<file path="src/lj_cfg_pkg.sv">
// force tile APB map
// region select from the upper address bits, word index below it
// control and status bit positions
package lj_cfg_pkg;

	localparam int apb_addr_w = 14;
	localparam int apb_data_w = 32;
	localparam int region_lsb = 12; // paddr[13:12] picks the region
	localparam int region_w = 2;
	localparam int idx_lsb = 2; // word aligned index inside a region
	localparam int idx_w = 10;

	typedef enum logic [region_w-1:0] {
		region_reg = 2'd0, // ctrl and status
		region_ref = 2'd1, // reference positions
		region_nbr = 2'd2, // neighbor positions
		region_coef = 2'd3 // c0/c1 table
	} apb_region_e;

	localparam logic [region_lsb-1:0] ctrl_off = 12'h000;
	localparam logic [region_lsb-1:0] stat_off = 12'h004;
	localparam int ctrl_start_bit = 0;
	localparam int stat_busy_bit = 0;
	localparam int stat_done_bit = 1;

endpackage

</file>
<file path="src/lj_pipe_if.sv">
// internal streams of the force tile
// RAM write requests, pair stream and force stream, valid only
`timescale 1ns/100ps

interface lj_wr_if;
	logic we; // one word per cycle, no reply
	lj_cfg_pkg::apb_region_e region;
	logic [lj_cfg_pkg::idx_w-1:0] addr; // word index
	logic [lj_cfg_pkg::apb_data_w-1:0] data;

	modport master (output we, region, addr, data);
	modport slave (input we, region, addr, data);
endinterface


</file>
<file path="src/lj_apb_loader.sv">
// APB slave of the force tile
// turns writes into RAM write requests, holds start, busy and done
`timescale 1ns/100ps

module lj_apb_loader #(
	parameter int REF_PARTICLE_NUM = 4,
	parameter int NEIGHBOR_PARTICLE_NUM = 6,
	parameter int SEGMENT_NUM = 8,
	parameter int BIN_WIDTH = 3
) (
	input  logic clk,
	input  logic rst_n,
	input  logic psel,
	input  logic penable,
	input  logic pwrite,
	input  logic [lj_cfg_pkg::apb_addr_w-1:0] paddr,
	input  logic [lj_cfg_pkg::apb_data_w-1:0] pwdata,
	output logic [lj_cfg_pkg::apb_data_w-1:0] prdata,
	output logic pready,
	output logic pslverr,
	output logic start,
	input  logic done,
	lj_wr_if.master wr
);
	localparam int TBL_NUM = SEGMENT_NUM << BIN_WIDTH; // coefficient words

	lj_cfg_pkg::apb_region_e region;
	logic [lj_cfg_pkg::region_lsb-1:0] offset;
	logic [lj_cfg_pkg::idx_w-1:0] idx;
	logic access, bad_addr, busy_err, start_req;
	logic busy, done_flag;

	assign region = lj_cfg_pkg::apb_region_e'(
		paddr[lj_cfg_pkg::region_lsb +: lj_cfg_pkg::region_w]);
	assign offset = paddr[lj_cfg_pkg::region_lsb-1:0];
	assign idx = paddr[lj_cfg_pkg::idx_lsb +: lj_cfg_pkg::idx_w];
	assign access = psel && penable; // access phase, zero wait
	assign pready = 1'b1;

	always_comb begin
		case (region)
			lj_cfg_pkg::region_ref: bad_addr = int'(idx) >= REF_PARTICLE_NUM;
			lj_cfg_pkg::region_nbr: bad_addr = int'(idx) >= NEIGHBOR_PARTICLE_NUM;
			lj_cfg_pkg::region_coef: bad_addr = int'(idx) >= TBL_NUM;
			default: bad_addr = offset != lj_cfg_pkg::ctrl_off && offset != lj_cfg_pkg::stat_off;
		endcase
	end

	// RAMs are frozen from the start pulse until done
	assign busy_err = pwrite && region != lj_cfg_pkg::region_reg && (busy || start);
	assign pslverr = access && (bad_addr || busy_err);
	assign start_req = access && pwrite && region == lj_cfg_pkg::region_reg &&
		offset == lj_cfg_pkg::ctrl_off && pwdata[lj_cfg_pkg::ctrl_start_bit];

	assign wr.we = access && pwrite && region != lj_cfg_pkg::region_reg && !pslverr;
	assign wr.region = region;
	assign wr.addr = idx;
	assign wr.data = pwdata;

	always_comb begin
		prdata = '0;
		if (access && !pwrite && region == lj_cfg_pkg::region_reg) begin
			if (offset == lj_cfg_pkg::stat_off) begin
				prdata[lj_cfg_pkg::stat_busy_bit] = busy;
				prdata[lj_cfg_pkg::stat_done_bit] = done_flag;
			end else if (offset == lj_cfg_pkg::ctrl_off) begin
				// start reads back while running
				prdata[lj_cfg_pkg::ctrl_start_bit] = busy || start;
			end
		end
	end

	always_ff @(posedge clk) begin
		if (!rst_n) begin
			start <= 1'b0;
			busy <= 1'b0;
			done_flag <= 1'b0;
		end else begin
			start <= start_req && !busy && !start; // restart ignored mid run
			if (start)
				busy <= 1'b1;
			else if (done)
				busy <= 1'b0;
			if (start)
				done_flag <= 1'b0;
			else if (done)
				done_flag <= 1'b1; // sticky until next start
		end
	end

	// completion from the accumulator only inside a run
	assert property (@(posedge clk) disable iff (!rst_n) done |-> busy);

endmodule

</file>
<file path="src/flat_wrapper.sv">
// flat-port wrapper written by rule: the top's interface ports become plain ports
module lj_apb_loader_flat 
#(
	parameter int REF_PARTICLE_NUM = 4,
	parameter int NEIGHBOR_PARTICLE_NUM = 6,
	parameter int SEGMENT_NUM = 8,
	parameter int BIN_WIDTH = 3
)
  (clk, rst_n, psel, penable, pwrite, paddr, pwdata, prdata, pready, pslverr, start, done, wr_we, wr_region, wr_addr, wr_data);
  lj_wr_if wr_i ();
  input  logic clk;
  input  logic rst_n;
  input  logic psel;
  input  logic penable;
  input  logic pwrite;
  input  logic [lj_cfg_pkg::apb_addr_w-1:0] paddr;
  input  logic [lj_cfg_pkg::apb_data_w-1:0] pwdata;
  output logic [lj_cfg_pkg::apb_data_w-1:0] prdata;
  output logic pready;
  output logic pslverr;
  output logic start;
  input  logic done;
  output wire logic [$bits(wr_i.we)-1:0] wr_we;
  output wire logic [$bits(wr_i.region)-1:0] wr_region;
  output wire logic [$bits(wr_i.addr)-1:0] wr_addr;
  output wire logic [$bits(wr_i.data)-1:0] wr_data;
  assign wr_we = wr_i.we;
  assign wr_region = wr_i.region;
  assign wr_addr = wr_i.addr;
  assign wr_data = wr_i.data;
  lj_apb_loader #(.REF_PARTICLE_NUM(REF_PARTICLE_NUM), .NEIGHBOR_PARTICLE_NUM(NEIGHBOR_PARTICLE_NUM), .SEGMENT_NUM(SEGMENT_NUM), .BIN_WIDTH(BIN_WIDTH)) u_core (.clk(clk), .rst_n(rst_n), .psel(psel), .penable(penable), .pwrite(pwrite), .paddr(paddr), .pwdata(pwdata), .prdata(prdata), .pready(pready), .pslverr(pslverr), .start(start), .done(done), .wr(wr_i));
endmodule
</file>
<file path="config.mk">
export PLATFORM = sky130hd
export DESIGN_NAME = lj_apb_loader_flat
export DESIGN_NICKNAME = d
export VERILOG_FILES = /design/src/lj_cfg_pkg.sv /design/src/lj_pipe_if.sv /design/src/lj_apb_loader.sv /design/src/flat_wrapper.sv
export SDC_FILE = /design/constraint.sdc
export NUM_CORES = 1
export LEC_CHECK = 0
export ABC_CLOCK_PERIOD_IN_PS = 2450
export BUFFER_PORTS_ARGS = -buffer_cell sky130_fd_sc_hd__buf_2
export CORE_UTILIZATION = 25
export CTS_CLUSTER_SIZE = 40
export DETAILED_ROUTE_END_ITERATION = 10
export PLACE_DENSITY_LB_ADDON = 0.25
export SYNTH_ARGS = -nofsm -noshare
export SYNTH_HDL_FRONTEND = slang
export SYNTH_SLANG_ARGS = --single-unit
</file>
<file path="constraint.sdc">
create_clock -name clk -period 2.45 [get_ports clk]
set_input_delay 0.1225 -clock clk [delete_from_list [all_inputs] [get_ports clk]]
set_output_delay 0.1225 -clock clk [all_outputs]
set_load 0.02 [all_outputs]
</file>
==> results of run 1 <==
[stage by stage]
step	cells	area [um2]
final	147	649.4
after global routing	147	649.4
after CTS	147	649.4
after detailed placement	143	623.1
after global placement	143	623.1
after floorplan	136	940.9
[worst min-delay path by stage]
| stage | end | slack (ns) | cells after the start |
|---|---|---|---|
| floorplan | u_core.start | 0.20 | 1 |
| global placement | wr_data[23] | 0.25 | 0 |
| detailed placement | wr_data[23] | 0.25 | 0 |
| CTS | u_core.busy | 0.12 | 2 |
| global route | u_core.busy | 0.13 | 2 |
| finish | u_core.start | 0.12 | 2 |
[state kept, by name (all words and copies together), names as in the netlist]
name,flops
u_core.start,1
u_core.done_flag,1
u_core.busy,1
[kinds of logic (layout without fill, tap and decap cells)]
family	count (synthesis)	in the layout	share of synthesized area [%]
buffers and inverters	75	42	67.67
AOI/OAI and AO/OA	6	6	4.961
other	2	31	0.9026
and+or+nand+nor	21	21	19.25
DFF	3	3	7.218
[cell usage after synthesis]
cell / n / area, um2
nor3_1: 2 / 10.01
o21a_1: 2 / 15.01
and3_1: 1 / 6.260
nor2b_1: 2 / 12.51
buf_4: 75 / 563.0
o21ai_1: 1 / 5.000
nor3_2: 3 / 30.03
nand4_1: 1 / 6.260
a21oi_1: 1 / 5.000
o21ai_2: 1 / 8.760
or3_1: 1 / 6.260
nor4_2: 1 / 12.51
a21boi_1: 1 / 7.510
nand4b_1: 1 / 8.760
nand2b_1: 1 / 6.260
nand2_1: 1 / 3.750
nor3b_1: 2 / 15.01
nor4_4: 1 / 21.27
nor4bb_1: 1 / 10.01
nor2_1: 3 / 11.26
conb_1: 2 / 7.510
dfxtp_1: 3 / 60.06
[layout make-up]
type	count	area, um2
Clock buffer	4	26.28
Fill cell	362	2454
Multi-Input combinational cell	58	317.8
Sequential cell	3	60.06
Tap cell	44	55.05
Timing Repair Buffer	38	190.2
[per-layer routing]
| layer | wire (um) | vias up | GRT usage (%) |
|---|---|---|---|
| li1 | - | 235 | - |
| met1 | 493 | 219 | 7.422 |
| met2 | 618 | 53 | 11.27 |
| met5 | 0 | - | 0 |
| met4 | 34 | 0 | 6.645 |
| met3 | 236 | 8 | 3.030 |
[power by group]
part | switching, W | internal, W
clock | 0.0000250 | 0.0000610
combinational | 0.0000811 | 0.0000258
sequential | 0.000000615 | 0.0000503
==> impl_metrics.tcl, run 1 <==
set metrics [dict create \
    start_util_pct 26.81 \
    maxCapViolCount 0 \
    fin_setup_tns_ns 0 \
    r2r-end "u_core.start" \
    fp.dieH_um 59.69 \
    route.vias.total 515 \
    cts_resized 0 \
    cpPeakStageDelay_ns 0.33 \
    core-area_mm2 0.003103 \
    grt_pass1_vias 414 \
    path_cells "nor2_1 > o21ai_2 > nor4_2 > nor3b_1 > buf_2" \
    wl_per_cell_um 9.401 \
    portBuffers 38 \
    ys_types 22 \
    maxSlewViolCount 0 \
    routed_wirelength_mm 1.382 \
    max_freq_ghz 0.6598 \
    min-delay-start "paddr[4]" \
    crit_path_start_kind "register" \
    rsz0062_at_grt "no" \
    final_cell_mix "buf_2 (38), conb_1 (31)" \
    crit_slowest_cell "dfxtp_1" \
    finClkSkew_ns 0.002667 \
    first_iter_violations 11 \
    path_delay_family "simple AND/OR/NAND/NOR gates" \
    cts_buffer_depth 2 \
    layout_setup_ws_ns 0.9343 \
    cp_max_fo 6 \
    cts.sinks 3 \
    via_per_inst 3.503 \
    hp-class "input pin to register" \
    grt_antenna_before_repair 0 \
    fin_nets 156 \
    clk_latency_ns 0.23 \
    place_ws_ns 1.049 \
    die_x_um 59.69 \
    irDropWorstVdd_mv 0.1670 \
    startpoint "u_core.start" \
    drc 0 \
    antenna_left 0 \
    crit_path_end_kind "output port" \
    cp_data_arrival_time_ns 1.39 \
    reg2reg_from "u_core.start" \
    crit_buf_inv 1 \
    setup_viol 0 \
    grt_max_degree 7 \
    ys_seq_area_share_pct 7.218 \
    rows 20 \
    pin_count 132 \
    period_needed_ns 1.516 \
    rrSetupSlack_ns 1.40 \
    antenna-diode-count 0 \
    p_leak_nw 0.3462 \
    htree_num_levels 1 \
    synth-seq-cells 3 \
    ff2ff_path_depth 3 \
    grt_usage_pct 7.284 \
    post-cts-setup-buffers 0 \
    grt_overflow 0 \
    yosys_warnings 0 \
    power_w 0.0002438 \
    dieArea_mm2 0.003563 \
    fin_crit_sh_pct 61.87 \
    syn_area_um2 832.0 \
    crit_path_end "wr_we" \
    hold_slack_ns 0.1238 \
    hold_viol 0 \
    hold_buffers 0 \
    cts_made_buffers 3 \
    cts_root_buffer "clkbuf_4" \
    syn_inst 107 \
    areaGrowthSynthToFinish_pct -21.95 \
    drt_first_pass_iters 3 \
    hpwl_mm 1.227 \
    cts_tree "built" \
    utilization_pct 20.93 \
    final_common_cell "buf_2" \
    cp.depth 5 \
    clk_pin_slew_ns 0.04 \
    drive_gt1_share_pct 45.63 \
    powerDensity_mw_per_mm2 375.5 \
    critPathKind "register to output port" \
    place.gp.congestion 0.7377 \
    outcome "complete, no violations" \
    required_ns 2.33 \
    syn_area_per_cell_um2 7.776 \
    grt_first_pass_wirelength_mm 1.876 \
]
(Power assumes the default switching activity.)
==> run 2: changes to the inputs <==
- ABC_CLOCK_PERIOD_IN_PS: 2450 -> 1400
- clock period: 2.45 -> 1.4 ns (I/O delays scaled with it)
==> impl_metrics.tcl, run 2 (synthesized netlist as in run 1, its figures left out) <==
set metrics [dict create \
    place.gp.congestion 0.7377 \
    fin_crit_sh_pct 96.34 \
    hpwl_mm 1.227 \
    first_iter_violations 15 \
    powerDensity_mw_per_mm2 640.2 \
    die_x_um 59.69 \
    final_common_cell "buf_2" \
    cts_made_buffers 3 \
    grt_max_degree 7 \
    clk_pin_slew_ns 0.04 \
    drive_gt1_share_pct 49.51 \
    design_area_um2 666.9 \
    period_needed_ns 1.349 \
    p_leak_nw 0.3508 \
    max_freq_ghz 0.7414 \
    irDropWorstVdd_mv 0.2917 \
    finClkSkew_ns 0.002649 \
    drc 0 \
    grt_pass1_vias 416 \
    required_ns 1.33 \
    hold_viol 0 \
    hold_slack_ns 0.06089 \
    crit_path_start_kind "register" \
    pin_count 132 \
    cp_data_arrival_time_ns 1.28 \
    final_cell_mix "buf_2 (37), conb_1 (31), nor3_2 (3), clkbuf_4 (3)" \
    outcome "complete, no violations" \
    power_w 0.0004269 \
    antenna_left 0 \
    place_area_um2 623.1 \
    cp_max_fo 4 \
    areaGrowthSynthToFinish_pct -19.85 \
    htree_num_levels 1 \
    rows 20 \
    grt_first_pass_wirelength_mm 1.883 \
    route.vias.total 511 \
    critPathKind "register to output port" \
    hold_buffers 0 \
    clk_latency_ns 0.23 \
    cpPeakStageDelay_ns 0.33 \
    drt_first_pass_iters 4 \
    crit_slowest_cell "dfxtp_2" \
    routed_wirelength_mm 1.379 \
    cts.sinks 3 \
    largestRegisters "u_core.busy (1), u_core.done_flag (1), u_core.start (1)" \
    hp-class "input pin to register" \
    grt_antenna_before_repair 0 \
    setup_viol 0 \
    crit_buf_inv 1 \
    cts_buffer_depth 2 \
    maxSlewViolCount 0 \
    maxCapViolCount 0 \
    cts_root_buffer "clkbuf_4" \
    core-area_mm2 0.003103 \
    portBuffers 38 \
    start_util_pct 26.81 \
    antenna-diode-count 0 \
    rsz0062_at_grt "yes" \
    dieArea_mm2 0.003563 \
    crit_path_end_kind "output port" \
    path_cells "nor2_4 > o21ai_2 > nor4_2 > nor3b_2 > buf_4" \
    fin_nets 156 \
    wl_per_cell_um 9.381 \
    fp.dieH_um 59.69 \
    via_per_inst 3.476 \
    cts_tree "built" \
    path_delay_family "simple AND/OR/NAND/NOR gates" \
    grt_usage_pct 7.284 \
    grt_overflow 0 \
]
==> run 2: what timing repair did <==
item,4_1_cts,5_1_grt
hold endpoints to repair,0,0
setup endpoints to repair,1,1
setup buffers,0,0
resized for setup,5,1
==> run 2: final timing paths <==
path                start               end  slack (ns)  cells past startpoint
max reg2reg  u_core.start      u_core.start        0.35                      3
max           u_core.busy             wr_we        0.05                      5
min reg2reg  u_core.start  u_core.done_flag        0.49                      1
min              paddr[4]      u_core.start        0.06                      2
==> run 2: cell type report <==
class	count	area (um2)
multi-input cells	58	330.3
repair buffers	38	192.7
flip-flops and latches	3	62.56
well taps	44	55.05
fillers	358	2436
clock buffers	4	26.28
==> run 2: power by group <==
group,total (W),internal [W],switching [W]
combinational,0.000188,0.0000452,0.000142
sequential,0.0000890,0.0000880,0.00000102
clock,0.000150,0.000107,0.0000436
total,0.000427,0.000240,0.000187
==> run 2: metal layers <==
layer	wire (um)	track usage, %
met4	34	6.645
met3	236	3.030
met5	0	0
met1	485	7.422
met2	623	11.27
==> run 2: stage by stage <==
stage	setup TNS [ns]	setup WS, ns	util, %	std cells
2_1_floorplan	0	0.03490	-	136
3_3_place_gp	0	0.1204	20.08	143
3_5_place_dp	0	0.1043	20.08	143
4_1_cts	0	0.001048	21.33	147
5_1_grt	-0.07710	-0.07675	21.49	147
6_report	0	0.05120	21.49	147
==> run 3: changes to the inputs <==
- CORE_MARGIN: unset -> 10
==> impl_metrics.tcl, run 3 (synthesized netlist as in run 1, its figures left out) <==
set metrics [dict create \
    areaGrowthSynthToFinish_pct -19.85 \
    hold_viol 0 \
    cts_made_buffers 3 \
    rrSetupSlack_ns 0.35 \
    grtUsageMet3_pct 5.300 \
    post-cts-setup-buffers 0 \
    maxCapViolCount 0 \
    reg2reg_from "u_core.start" \
    grt_first_pass_wirelength_mm 2.911 \
    path_delay_family "simple AND/OR/NAND/NOR gates" \
    placedCellCount 143 \
    ff2ff_path_depth 3 \
    critPathKind "register to output port" \
    grt_overflow 0 \
    antenna-diode-count 0 \
    r2r-end "u_core.start" \
    route.vias.total 511 \
    hold_buffers 0 \
    cp_max_fo 4 \
    portBuffers 38 \
    powerDensity_mw_per_mm2 650.0 \
    fin_crit_sh_pct 94.79 \
    grt_use_met1_pct 5.055 \
    largestRegisters "u_core.busy (1), u_core.done_flag (1), u_core.start (1)" \
    cts_buffer_depth 2 \
    antenna_left 0 \
    htree_num_levels 1 \
    crit_path_end_kind "output port" \
    start_util_pct 26.60 \
    wl_per_cell_um 12.97 \
    crit_path_start_kind "register" \
    hp-class "input pin to register" \
    power_w 0.0004335 \
    routed_wirelength_mm 1.907 \
    fin_nets 156 \
    grt_usage_pct 5.741 \
    min-delay-start "paddr[4]" \
    setup_viol 0 \
    place.gp.congestion 0.6753 \
    hpwl_mm 1.738 \
    cts_root_buffer "clkbuf_4" \
    max_freq_ghz 0.7536 \
    whs_path_depth 2 \
    pin_count 132 \
    fp.dieH_um 77.69 \
    crit_slowest_cell "dfxtp_2" \
    first_iter_violations 6 \
    required_ns 1.33 \
    rows 20 \
    die_x_um 77.69 \
    irDropWorstVdd_mv 0.2903 \
    final_common_cell "buf_2" \
    min_to "u_core.start" \
    outcome "complete, no violations" \
    dieArea_mm2 0.006036 \
    final_cell_mix "buf_2 (37), conb_1 (31), nor3_2 (3), clkbuf_4 (3)" \
    core-area_mm2 0.003128 \
    drt_first_pass_iters 4 \
    cts_tree "built" \
    drive_gt1_share_pct 49.51 \
    grt_antenna_before_repair 0 \
    grt_max_degree 7 \
    finClkSkew_ns 0.006404 \
    cp_data_arrival_time_ns 1.26 \
    period_needed_ns 1.327 \
    path_cells "nor2_4 > o21ai_2 > nor4_2 > nor3b_2 > buf_4" \
    globalRouteMet2Util_pct 8.043 \
    clk_latency_ns 0.24 \
    drc 0 \
    grt_pass1_vias 598 \
    grt.busiest_layer "met2" \
    crit_buf_inv 1 \
    cts.sinks 3 \
    maxSlewViolCount 0 \
    final_cells 147 \
    cpPeakStageDelay_ns 0.33 \
    rsz0062_at_grt "yes" \
    clk_pin_slew_ns 0.04 \
    p_leak_nw 0.3508 \
    via_per_inst 3.476 \
]
==> run 3: cell counts in the layout (fill, tap and decap cells not counted) <==
No cell type changed its count.
==> run 3: area by class of cell <==
class	instances	area, um2
clock buffer	4	26.28
fill	367	2461
multi-input combinational	58	330.3
sequential	3	62.56
tap	44	55.05
timing repair buffer	38	192.7
==> run 3: stage by stage <==
stage | TNS, ns | hold WS, ns | setup WS (ns) | cell area (um2) | utilization [%]
floorplan | 0 | 0.1466 | 0.03490 | 940.9 | -
global placement | 0 | 0.1401 | 0.1403 | 623.1 | 19.92
detailed placement | 0 | 0.1401 | 0.1182 | 623.1 | 19.92
CTS | 0 | 0.06241 | 0.01243 | 659.4 | 21.08
global route | -0.05010 | 0.07231 | -0.04254 | 666.9 | 21.32
finish | 0 | 0.05220 | 0.07300 | 666.9 | 21.32
==> run 3: worst max-delay path by stage <==
stage	start	endpoint	slack [ns]	cells past startpoint
after CTS	u_core.start	wr_we	0.01	5
after floorplan	u_core.start	wr_we	0.03	4
final	u_core.busy	wr_we	0.07	5
after global routing	u_core.busy	wr_we	-0.04	5
after global placement	paddr[8]	prdata[1]	0.14	6
after detailed placement	paddr[12]	prdata[1]	0.12	6
==> run 3: layer usage <==
metal,up-vias,wire length [um]
met2,53,768
met1,211,676
met5,-,0
met3,14,402
met4,0,59
li1,233,-
==> run 3: power by group <==
| part | switching, W | internal (W) |
|---|---|---|
| logic | 0.000146 | 0.0000452 |
| clock network | 0.0000463 | 0.000107 |
| registers | 0.00000110 | 0.0000879 |
==> run 3: timing repair <==
action	CTS	global route
endpoints found under the setup margin	1	2
gates resized for setup	3	3
pin swaps	0	1
